<file path="src/hdl/dcache_defs.svh">
// geometry of the two-way write-back data cache
// include in every RTL file that needs a width or a count
// 8 sets x 2 ways x 2 words, word accesses only

`ifndef DCACHE_DEFS_SVH
`define DCACHE_DEFS_SVH

// data and address
`define DC_WORD_W 32
`define DC_ADDR_W 32

// sets and the index into them
`define DC_SETS   8
`define DC_IDX_W  3

// address fields, tag + index + 1 block offset bit + byte offset
`define DC_TAG_W  26
`define DC_BYTE_W 2

// one flush step per set and way
`define DC_LINES  16

`endif
</file>
<file path="src/hdl/dcache_pkg.sv">
// types shared by the data cache blocks
// modules take them with a wildcard import in their header

`include "dcache_defs.svh"

package dcache_pkg;

	typedef logic [`DC_WORD_W-1:0] word_t;

	// cpu address split into its cache fields
	typedef struct packed {
		logic [`DC_TAG_W-1:0]  tag;
		logic [`DC_IDX_W-1:0]  idx;
		logic                  blkoff;  // word within block
		logic [`DC_BYTE_W-1:0] bytoff;
	} dc_addr_t;

	// tag store entry, 28 bits
	typedef struct packed {
		logic [`DC_TAG_W-1:0] tag;
		logic                 valid;
		logic                 dirty;
	} tag_entry_t;

	typedef word_t [1:0] block_t;  // word 0 in the low half

	// memory address of one word of a block
	function automatic logic [`DC_ADDR_W-1:0] word_addr(input logic [`DC_TAG_W-1:0] tag,
		input logic [`DC_IDX_W-1:0] idx, input logic off);
		return {tag, idx, off, {`DC_BYTE_W{1'b0}}};
	endfunction

endpackage

</file>
<file path="src/hdl/dcache_top.sv">
// data cache top level
// cpu side: level requests held until dhit, halt starts the flush
// memory side: one word per strobe cycle with mem_wait low

`include "dcache_defs.svh"

module dcache_top
	import dcache_pkg::*;
(
	input  logic                  CLK,
	input  logic                  nRST,
	input  logic                  halt,
	input  logic                  dmem_ren,
	input  logic                  dmem_wen,
	input  logic [`DC_ADDR_W-1:0] dmem_addr,
	input  word_t                 dmem_store,
	output word_t                 dmem_load,
	output logic                  dhit,
	output logic                  flushed,
	output logic                  mem_ren,
	output logic                  mem_wen,
	output logic [`DC_ADDR_W-1:0] mem_addr,
	output word_t                 mem_store,
	input  word_t                 mem_load,
	input  logic                  mem_wait
);

	logic [`DC_IDX_W-1:0]  rd_idx_a, rd_idx_b, wr_idx;
	tag_entry_t            tag_a0, tag_a1, tag_b0, tag_b1, tag_wr_data;
	block_t                data_a0, data_a1, data_b0, data_b1, data_wr_data;
	logic                  tag_wr_en, data_wr_en, wr_way;
	logic                  miss_req, miss_ren, miss_wen, miss_wait;
	logic [`DC_ADDR_W-1:0] miss_addr, flush_addr;
	word_t                 miss_store, flush_store;
	logic                  flush_req, flush_ren, flush_wen, flush_wait;

	set_array #(.entry_t(tag_entry_t)) tag_store (
		.CLK, .nRST, .rd_idx_a, .rd_idx_b,
		.wr_en(tag_wr_en), .wr_idx, .wr_way, .wr_data(tag_wr_data),
		.rd_a0(tag_a0), .rd_a1(tag_a1), .rd_b0(tag_b0), .rd_b1(tag_b1)
	);

	set_array #(.entry_t(block_t)) data_store (
		.CLK, .nRST, .rd_idx_a, .rd_idx_b,
		.wr_en(data_wr_en), .wr_idx, .wr_way, .wr_data(data_wr_data),
		.rd_a0(data_a0), .rd_a1(data_a1), .rd_b0(data_b0), .rd_b1(data_b1)
	);

	cache_control ctrl (
		.CLK, .nRST, .dmem_ren, .dmem_wen, .dmem_addr, .dmem_store,
		.tag_a0, .tag_a1, .data_a0, .data_a1, .mem_load, .miss_wait,
		.dmem_load, .dhit, .rd_idx(rd_idx_a),
		.tag_wr_en, .tag_wr_data, .data_wr_en, .data_wr_data, .wr_idx, .wr_way,
		.miss_req, .miss_ren, .miss_wen, .miss_addr, .miss_store
	);

	flush_engine flush (
		.CLK, .nRST, .halt, .tag_b0, .tag_b1, .data_b0, .data_b1, .flush_wait,
		.rd_idx(rd_idx_b), .flush_req, .flush_ren, .flush_wen,
		.flush_addr, .flush_store, .flushed
	);

	mem_arbiter arb (
		.CLK, .nRST,
		.miss_req, .miss_ren, .miss_wen, .miss_addr, .miss_store,
		.flush_req, .flush_ren, .flush_wen, .flush_addr, .flush_store,
		.miss_wait, .flush_wait,
		.mem_ren, .mem_wen, .mem_addr, .mem_store, .mem_wait
	);

endmodule

</file>
<file path="src/hdl/mem_arbiter.sv">
// shares the one memory port between the miss engine and the flush walker
// the owner is registered and the miss side wins a tie
// a grant is held while its req stays up
// the side without the grant sees wait high

`include "dcache_defs.svh"

module mem_arbiter (
	input  logic                  CLK,
	input  logic                  nRST,
	input  logic                  miss_req,
	input  logic                  miss_ren,
	input  logic                  miss_wen,
	input  logic [`DC_ADDR_W-1:0] miss_addr,
	input  logic [`DC_WORD_W-1:0] miss_store,
	input  logic                  flush_req,
	input  logic                  flush_ren,
	input  logic                  flush_wen,
	input  logic [`DC_ADDR_W-1:0] flush_addr,
	input  logic [`DC_WORD_W-1:0] flush_store,
	output logic                  miss_wait,
	output logic                  flush_wait,
	output logic                  mem_ren,
	output logic                  mem_wen,
	output logic [`DC_ADDR_W-1:0] mem_addr,
	output logic [`DC_WORD_W-1:0] mem_store,
	input  logic                  mem_wait
);

	logic own_miss, own_flush;

	always_ff @(posedge CLK, negedge nRST) begin
		if (!nRST) begin
			own_miss  <= 1'b0;
			own_flush <= 1'b0;
		end else if (own_miss || own_flush) begin
			own_miss  <= own_miss && miss_req;  // release when req drops
			own_flush <= own_flush && flush_req;
		end else begin
			own_miss  <= miss_req;
			own_flush <= flush_req && !miss_req;
		end
	end

	assign mem_ren    = (own_miss && miss_ren) || (own_flush && flush_ren);
	assign mem_wen    = (own_miss && miss_wen) || (own_flush && flush_wen);
	assign mem_addr   = own_flush ? flush_addr : miss_addr;
	assign mem_store  = own_flush ? flush_store : miss_store;
	assign miss_wait  = own_miss ? mem_wait : 1'b1;
	assign flush_wait = own_flush ? mem_wait : 1'b1;

	// two grants at once would let the other side's strobes onto the bus
	a_one_owner: assert property (@(posedge CLK) disable iff (!nRST)
		!(own_miss && own_flush));

endmodule

</file>
<file path="src/hdl/flush_engine.sv">
// writes every dirty line back to memory once the cpu halts
// walks set and way with a line counter through read port B,
// then holds flushed high until reset

`include "dcache_defs.svh"

module flush_engine
	import dcache_pkg::*;
(
	input  logic                  CLK,
	input  logic                  nRST,
	input  logic                  halt,
	input  tag_entry_t            tag_b0,
	input  tag_entry_t            tag_b1,
	input  block_t                data_b0,
	input  block_t                data_b1,
	input  logic                  flush_wait,
	output logic [`DC_IDX_W-1:0]  rd_idx,
	output logic                  flush_req,
	output logic                  flush_ren,
	output logic                  flush_wen,
	output logic [`DC_ADDR_W-1:0] flush_addr,
	output word_t                 flush_store,
	output logic                  flushed
);

	typedef enum logic [1:0] {F_IDLE, F_LINE, F_WORD1, F_DONE} fstate_t;

	fstate_t                      state;
	logic [$clog2(`DC_LINES)-1:0] line;  // msb is the way
	tag_entry_t                   ltag;
	block_t                       ldata;
	logic                         dirty, last;

	assign rd_idx = line[`DC_IDX_W-1:0];
	assign ltag   = line[$high(line)] ? tag_b1 : tag_b0;
	assign ldata  = line[$high(line)] ? data_b1 : data_b0;
	assign dirty  = ltag.valid && ltag.dirty;
	assign last   = (line == `DC_LINES - 1);

	assign flush_req   = (state == F_LINE && dirty) || state == F_WORD1;
	assign flush_wen   = flush_req;
	assign flush_ren   = 1'b0;  // write-only walker
	assign flush_addr  = word_addr(ltag.tag, rd_idx, state == F_WORD1);
	assign flush_store = ldata[state == F_WORD1];
	assign flushed     = (state == F_DONE);

	always_ff @(posedge CLK, negedge nRST) begin
		if (!nRST) begin
			state <= F_IDLE;
			line  <= '0;
		end else begin
			case (state)
				F_IDLE: if (halt) state <= F_LINE;
				F_LINE: begin
					if (dirty) begin
						if (!flush_wait) state <= F_WORD1;
					end else if (last) begin
						state <= F_DONE;
					end else begin
						line <= line + 1'b1;  // clean line, one cycle
					end
				end
				F_WORD1: begin
					if (!flush_wait) begin
						state <= last ? F_DONE : F_LINE;
						if (!last) line <= line + 1'b1;
					end
				end
				default: state <= F_DONE;  // done is sticky
			endcase
		end
	end

	a_quiet_after_flush: assert property (@(posedge CLK) disable iff (!nRST)
		flushed |=> flushed && !flush_req);

endmodule

</file>
<file path="src/hdl/cache_control.sv">
// hit lookup and miss handling for the data cache
// hits answer in the same cycle; a miss writes back a dirty victim,
// fetches both words of the new block and answers in the FILL cycle
// owns read port A and the write port of both set arrays

`include "dcache_defs.svh"

module cache_control
	import dcache_pkg::*;
(
	input  logic                 CLK,
	input  logic                 nRST,
	input  logic                 dmem_ren,
	input  logic                 dmem_wen,
	input  logic [`DC_ADDR_W-1:0] dmem_addr,
	input  word_t                dmem_store,
	input  tag_entry_t           tag_a0,
	input  tag_entry_t           tag_a1,
	input  block_t               data_a0,
	input  block_t               data_a1,
	input  word_t                mem_load,
	input  logic                 miss_wait,
	output word_t                dmem_load,
	output logic                 dhit,
	output logic [`DC_IDX_W-1:0] rd_idx,
	output logic                 tag_wr_en,
	output tag_entry_t           tag_wr_data,
	output logic                 data_wr_en,
	output block_t               data_wr_data,
	output logic [`DC_IDX_W-1:0] wr_idx,
	output logic                 wr_way,
	output logic                 miss_req,
	output logic                 miss_ren,
	output logic                 miss_wen,
	output logic [`DC_ADDR_W-1:0] miss_addr,
	output word_t                miss_store
);

	typedef enum logic [2:0] {IDLE, WB0, WB1, FETCH0, FETCH1, FILL} state_t;

	state_t              state, next_state;
	dc_addr_t            a;
	logic [`DC_SETS-1:0] lru;        // 1 = way 1 used last
	logic                vway;       // victim, latched while idle
	logic                vway_pick;
	logic                req, hit0, hit1, hit;
	tag_entry_t          htag, ptag, vtag;
	block_t              hdata, vdata;

	assign a    = dc_addr_t'(dmem_addr);
	assign req  = dmem_ren | dmem_wen;
	assign hit0 = tag_a0.valid && (tag_a0.tag == a.tag);
	assign hit1 = tag_a1.valid && (tag_a1.tag == a.tag);
	assign hit  = hit0 | hit1;

	assign htag  = hit1 ? tag_a1 : tag_a0;
	assign hdata = hit1 ? data_a1 : data_a0;
	assign ptag  = vway_pick ? tag_a1 : tag_a0;
	assign vtag  = vway ? tag_a1 : tag_a0;
	assign vdata = vway ? data_a1 : data_a0;

	// empty way first, else the one not used last
	always_comb begin
		if (!tag_a0.valid)
			vway_pick = 1'b0;
		else if (!tag_a1.valid)
			vway_pick = 1'b1;
		else
			vway_pick = ~lru[a.idx];
	end

	// cpu holds its address through a miss, so one index serves all
	assign rd_idx   = a.idx;
	assign wr_idx   = a.idx;
	assign miss_req = state inside {WB0, WB1, FETCH0, FETCH1};

	always_comb begin
		next_state   = state;
		dhit         = 1'b0;
		dmem_load    = hdata[a.blkoff];
		tag_wr_en    = 1'b0;
		tag_wr_data  = vtag;
		data_wr_en   = 1'b0;
		data_wr_data = vdata;
		wr_way       = vway;
		miss_ren     = 1'b0;
		miss_wen     = 1'b0;
		miss_addr    = word_addr(a.tag, a.idx, 1'b0);
		miss_store   = '0;
		case (state)
			IDLE: begin
				wr_way = hit1;
				if (req && hit) begin
					dhit = 1'b1;
					if (dmem_wen) begin  // merge store, mark dirty
						tag_wr_en          = 1'b1;
						tag_wr_data        = htag;
						tag_wr_data.dirty  = 1'b1;
						data_wr_en         = 1'b1;
						data_wr_data       = hdata;
						data_wr_data[a.blkoff] = dmem_store;
					end
				end else if (req) begin
					next_state = (ptag.valid && ptag.dirty) ? WB0 : FETCH0;
				end
			end
			WB0, WB1: begin
				miss_wen   = 1'b1;
				miss_addr  = word_addr(vtag.tag, a.idx, state == WB1);
				miss_store = vdata[state == WB1];
				if (!miss_wait)
					next_state = (state == WB0) ? WB1 : FETCH0;
			end
			FETCH0: begin
				miss_ren = 1'b1;
				if (!miss_wait) begin
					data_wr_en      = 1'b1;
					data_wr_data[0] = mem_load;
					tag_wr_en       = 1'b1;  // new tag, not valid until fill
					tag_wr_data     = '{tag: a.tag, valid: 1'b0, dirty: 1'b0};
					next_state      = FETCH1;
				end
			end
			FETCH1: begin
				miss_ren  = 1'b1;
				miss_addr = word_addr(a.tag, a.idx, 1'b1);
				if (!miss_wait) begin
					data_wr_en      = 1'b1;
					data_wr_data[1] = mem_load;
					next_state      = FILL;
				end
			end
			FILL: begin
				dhit        = 1'b1;
				dmem_load   = vdata[a.blkoff];
				tag_wr_en   = 1'b1;
				tag_wr_data = '{tag: a.tag, valid: 1'b1, dirty: dmem_wen};
				if (dmem_wen) begin
					data_wr_en             = 1'b1;
					data_wr_data[a.blkoff] = dmem_store;
				end
				next_state = IDLE;
			end
			default: next_state = IDLE;
		endcase
	end

	always_ff @(posedge CLK, negedge nRST) begin
		if (!nRST) begin
			state <= IDLE;
			vway  <= 1'b0;
			lru   <= '0;
		end else begin
			state <= next_state;
			if (state == IDLE)
				vway <= vway_pick;
			if (state == IDLE && req && hit)
				lru[a.idx] <= hit1;
			else if (state == FILL)
				lru[a.idx] <= vway;
		end
	end

	a_one_strobe: assert property (@(posedge CLK) disable iff (!nRST)
		!(miss_ren && miss_wen));

	// back-pressure keeps the request steady into the next cycle
	a_hold_on_wait: assert property (@(posedge CLK) disable iff (!nRST)
		(miss_ren || miss_wen) && miss_wait |=>
			$stable(miss_addr) && $stable({miss_ren, miss_wen}));

endmodule

</file>
<file path="src/hdl/set_array.sv">
// per-set, per-way storage used for both the tag store and the data store
// two combinational read ports, each giving both ways of one set
// one write port, the write lands at the next clock edge

`include "dcache_defs.svh"

module set_array
	import dcache_pkg::*;
#(
	parameter type entry_t = tag_entry_t
) (
	input  logic                 CLK,
	input  logic                 nRST,
	input  logic [`DC_IDX_W-1:0] rd_idx_a,
	input  logic [`DC_IDX_W-1:0] rd_idx_b,
	input  logic                 wr_en,
	input  logic [`DC_IDX_W-1:0] wr_idx,
	input  logic                 wr_way,
	input  entry_t               wr_data,
	output entry_t               rd_a0,
	output entry_t               rd_a1,
	output entry_t               rd_b0,
	output entry_t               rd_b1
);

	entry_t mem [`DC_SETS][2];

	always_ff @(posedge CLK, negedge nRST) begin
		if (!nRST) begin
			for (int s = 0; s < `DC_SETS; s++) begin
				mem[s][0] <= '0;
				mem[s][1] <= '0;
			end
		end else if (wr_en) begin
			mem[wr_idx][wr_way] <= wr_data;
		end
	end

	// port a, controller side
	assign rd_a0 = mem[rd_idx_a][0];
	assign rd_a1 = mem[rd_idx_a][1];

	// port b, flush walker
	assign rd_b0 = mem[rd_idx_b][0];
	assign rd_b1 = mem[rd_idx_b][1];

endmodule

</file>
<file path="config.mk">
export PLATFORM = sky130hd
export DESIGN_NAME = dcache_top
export DESIGN_NICKNAME = d
export VERILOG_FILES = /design/src/hdl/dcache_pkg.sv /design/src/hdl/dcache_top.sv /design/src/hdl/mem_arbiter.sv /design/src/hdl/flush_engine.sv /design/src/hdl/cache_control.sv /design/src/hdl/set_array.sv
export VERILOG_INCLUDE_DIRS = /design/src /design/src/hdl
export SDC_FILE = /design/constraint.sdc
export NUM_CORES = 2
export LEC_CHECK = 0
export ABC_AREA = 1
export BUFFER_PORTS_ARGS = -buffer_cell sky130_fd_sc_hd__buf_4
export CORE_ASPECT_RATIO = 0.8
export CORE_MARGIN = 2
export CORE_UTILIZATION = 25
export CTS_CLUSTER_DIAMETER = 150
export CTS_CLUSTER_SIZE = 40
export DETAILED_ROUTE_END_ITERATION = 6
export GPL_ROUTABILITY_DRIVEN = 0
export GPL_TIMING_DRIVEN = 1
export PLACE_DENSITY_LB_ADDON = 0.12
export SETUP_SLACK_MARGIN = 0.3
export SLEW_MARGIN = 10
export SYNTH_ARGS = -nofsm -noshare
export SYNTH_HDL_FRONTEND = slang
export SYNTH_SLANG_ARGS = --single-unit
</file>
<file path="constraint.sdc">
create_clock -name CLK -period 7.2 [get_ports CLK]
set_input_delay 0.72 -clock CLK [delete_from_list [all_inputs] [get_ports CLK]]
set_output_delay 0.72 -clock CLK [all_outputs]
set_load 0.05 [all_outputs]
</file>
==> flow_summary.toml <==
[grt]
grt_pass1_wl_um = 743000
antenna_found_initial = 40
grt_max_degree = 129
grt_pass1_vias = 87300
gr-usage-all-layers_pct = 28.3
grt_overflow = 0

[power]
sw_frac_of_total_pct = 52.3
power_switching_w = 0.0177
leakage_nw = 49.9
power.total_w = 0.0339
vdd_drop_max_v = 0.000256
p_int_w = 0.0162
pwr-share-seq_pct = 37.0
p_clk_share_pct = 13.6
power_density_mw_per_mm2 = 342
combPwrFrac_pct = 49.4

[drt]
drt-vias-per-instance = 5.34
drc = 0
wl_um = 539000
drt_pass1_iterations = 6
ant_nets = 0
drt_iter0_markers = 13500
num_vias = 95400
wl_per_cell_um = 30.2

[synth]
synth.most_common_cell = "nand2_1"
synthTopCellsByArea = "dfrtp_1, nand2_1, o21ai_0, inv_1, a21oi_1"
netlist_instances = 13400
synth-compound-area-share_pct = 17.3
synth_area_per_cell_um2 = 6.77
synth_top_family_by_area = "simple AND/OR/NAND/NOR gates"
synth_top_area_share_pct = 41.1
yosys.area_share.simple_pct = 31.9
synthTopCellsByCount = "nand2_1, dfrtp_1, inv_1"
ys_ff_latch = 1492
netlist_area_mm2 = 0.0909
synthXorXnorAreaFrac_pct = 0.0386
synthDistinctLibCells = 59
yosysSeqAreaShare_pct = 41.1
synth_flop_cell = "dfrtp_1"
synth_mux_area_share_pct = 0
synth_edf_count = 0
yosys_warnings = 0
async_reset_ff_share_pct = 100
synth_fa_ha_area_share_pct = 0.0138
yosys.area.top_type = "dfrtp_1"

[clock_network]
cts_sinks = 1492
cts_buffer_depth = 3
cts_root_buf = "clkbuf_16"
cts_buffers = 47
htree_levels = 2
cts.reportedPaths.clkPinSlew_ns = 0.16
insertion_delay_ns = 0.89
cts_setup_buffers = 0
cts_tree = "done"

[critical_path]
path_class = "in -> out"
crit_start = "dmem_addr[4]"
cp-endpoint = "dmem_load[28]"
reg2reg_from = "ctrl.state[0]$_DFFE_PN0P_"
reg2regPathDepth = 17
r2r_setup_slack_ns = 2.06
startpoint_type = "input pin"
arrival_ns = 5.70
reg2reg_to = "tag_store.mem[9]$_DFFE_PN0P_"
endpoint_kind = "primary output"
crit_required_ns = 6.48
cp_max_fo = 22

[sta]
setup_viol = 0
max_freq_ghz = 0.156
finalCriticalPeriod_ns = 6.42
maxSlewViolCount = 0
tns_ns = 0
rsz0062_at_grt = "no"
tightest_slew_ns = 1.33
final_hold_viol_count = 0
skew_ns = 0.108
slew_headroom_pct = 11.2
finalCritPeriodShare_pct = 89.2

[outcome]
outcome = "finished clean"

[finish]
fillers = 40000
layout.nets = 13100
drive_gt1_share_pct = 6.78
multi_input_area_mm2 = 0.0451
regArea_mm2 = 0.0374
area_growth_pct = 9.26

[floorplan]
die_h_um = 543
placementRows = 197
core-area_mm2 = 0.361
io_pins = 202
dieArea_mm2 = 0.368
die_x_um = 678
start_util_pct = 25.2

[min_path]
worstHoldPathType = "in -> async"

[placed_design]
io_buffers = 197
dp_hpwl_um = 326000

[job]
drv_cap = 0
[sequential cells by signal, summed over array words and instances (netlist names)]
name and cells:
ctrl.state 3, ctrl.vway 1, ctrl.lru 8, flush.state 2
arb.own_miss 1, data_store.mem 1024, flush.line 4, tag_store.mem 448
arb.own_flush 1
[cell families (layout without fill, tap and decap cells)]
group	count (synthesis)	after routing
other cells	1	13
simple gates	7313	7313
flops	1492	1492
buf+inv	2068	1699
fa+ha+maj	1	1
compound gates	2550	2550
xor+xnor	4	4
[layout by cell type, fill, tap and decap left out, types with 8 or more instances in the layout]
master,count
nand3_2,68
nand2_1,6129
nor2_1,394
inv_1,985
o21ai_0,838
nor3_1,19
o21ai_1,71
diode_2,11
or2_2,15
o211ai_1,25
o22ai_1,62
nand3b_1,13
clkbuf_16,48
nand3_1,531
a22oi_1,190
nand4_1,32
buf_4,470
inv_6,9
o2111ai_1,17
o31ai_1,35
dfrtp_1,1486
inv_2,47
nor2_4,47
nand2_4,8
buf_12,79
o2bb2ai_1,38
a211oi_1,26
nand2_2,11
a31oi_1,33
inv_4,22
o221ai_1,54
or2_1,21
a32o_1,8
a21oi_1,713
nor2_2,14
a221oi_1,403
[how the worst min path moves through the flow]
stage                                            to  slack [ns]
CTS                      flush.state[1]$_DFFE_PN0P_        0.42
floorplan                   arb.own_flush$_DFF_PN0_        0.42
finish              data_store.mem[882]$_DFFE_PN0P_        0.44
detailed placement   tag_store.mem[233]$_DFFE_PN0P_        0.46
global placement     tag_store.mem[301]$_DFFE_PN0P_        0.46
global route        data_store.mem[882]$_DFFE_PN0P_        0.50
[metrics by stage]
stage | setup slack (ns) | cell area (µm²) | cells | utilization (%) | hold slack, ns
after global routing | 0.853 | 99300 | 17800 | 27.5 | 0.500
after global placement | 1.09 | 97700 | 17800 | 27.1 | 0.464
after floorplan | 2.92 | 90900 | 13400 | - | 0.424
final | 0.781 | 99300 | 17800 | 27.5 | 0.443
after CTS | 0.983 | 99300 | 17800 | 27.5 | 0.418
after detailed placement | 1.07 | 97700 | 17800 | 27.1 | 0.465
[what timing repair did]
| item | in CTS | in global routing |
|---|---|---|
| hold buffers | 1 | 0 |
| hold endpoints to repair | 95 | 0 |
| resized for setup | 0 | 0 |
[power by group through the flow]
stage	clock network (W)	registers, W	logic, W
after floorplan	0	0.0121	0.0102
after global placement	0	0.0127	0.0164
after detailed placement	0	0.0126	0.0164
after CTS	0.00473	0.0125	0.0164
after global routing	0.00493	0.0128	0.0180
final	0.00461	0.0125	0.0168
[cell type report]
class	instances	area share, %
Multi-Input combinational cell	9870	45.4
Sequential cell	1492	37.6
Tap cell	4776	6.02
Timing Repair Buffer	553	5.21
Inverter	1069	4.14
Clock buffer	56	1.27
Clock inverter	21	0.289
Antenna cell	11	0.0277
[critical path, cell delays in order]
cell and delay (ns):
buf_4 0.42, inv_4 0.25, nor2_8 0.66, nand3_1 0.13
nand2_1 0.21, nor2_1 0.12, nand2_1 0.16, nand2_1 0.07
nor3_1 0.32, nand3_1 0.19, nor2_4 0.26, nand2_4 0.41
buf_4 0.43, nand2_1 0.12, nand3_1 0.07, a31oi_1 0.69
buf_4 0.34
[per-layer routing]
layer,wire (µm),global-route usage (%),part of all wire (%)
met1,252000,42.4,47
met3,56100,6.86,10
met2,218000,40.5,40
met5,89,0,0.017
met4,12800,6.16,2.4
Power figures use the tool's default switching activity.
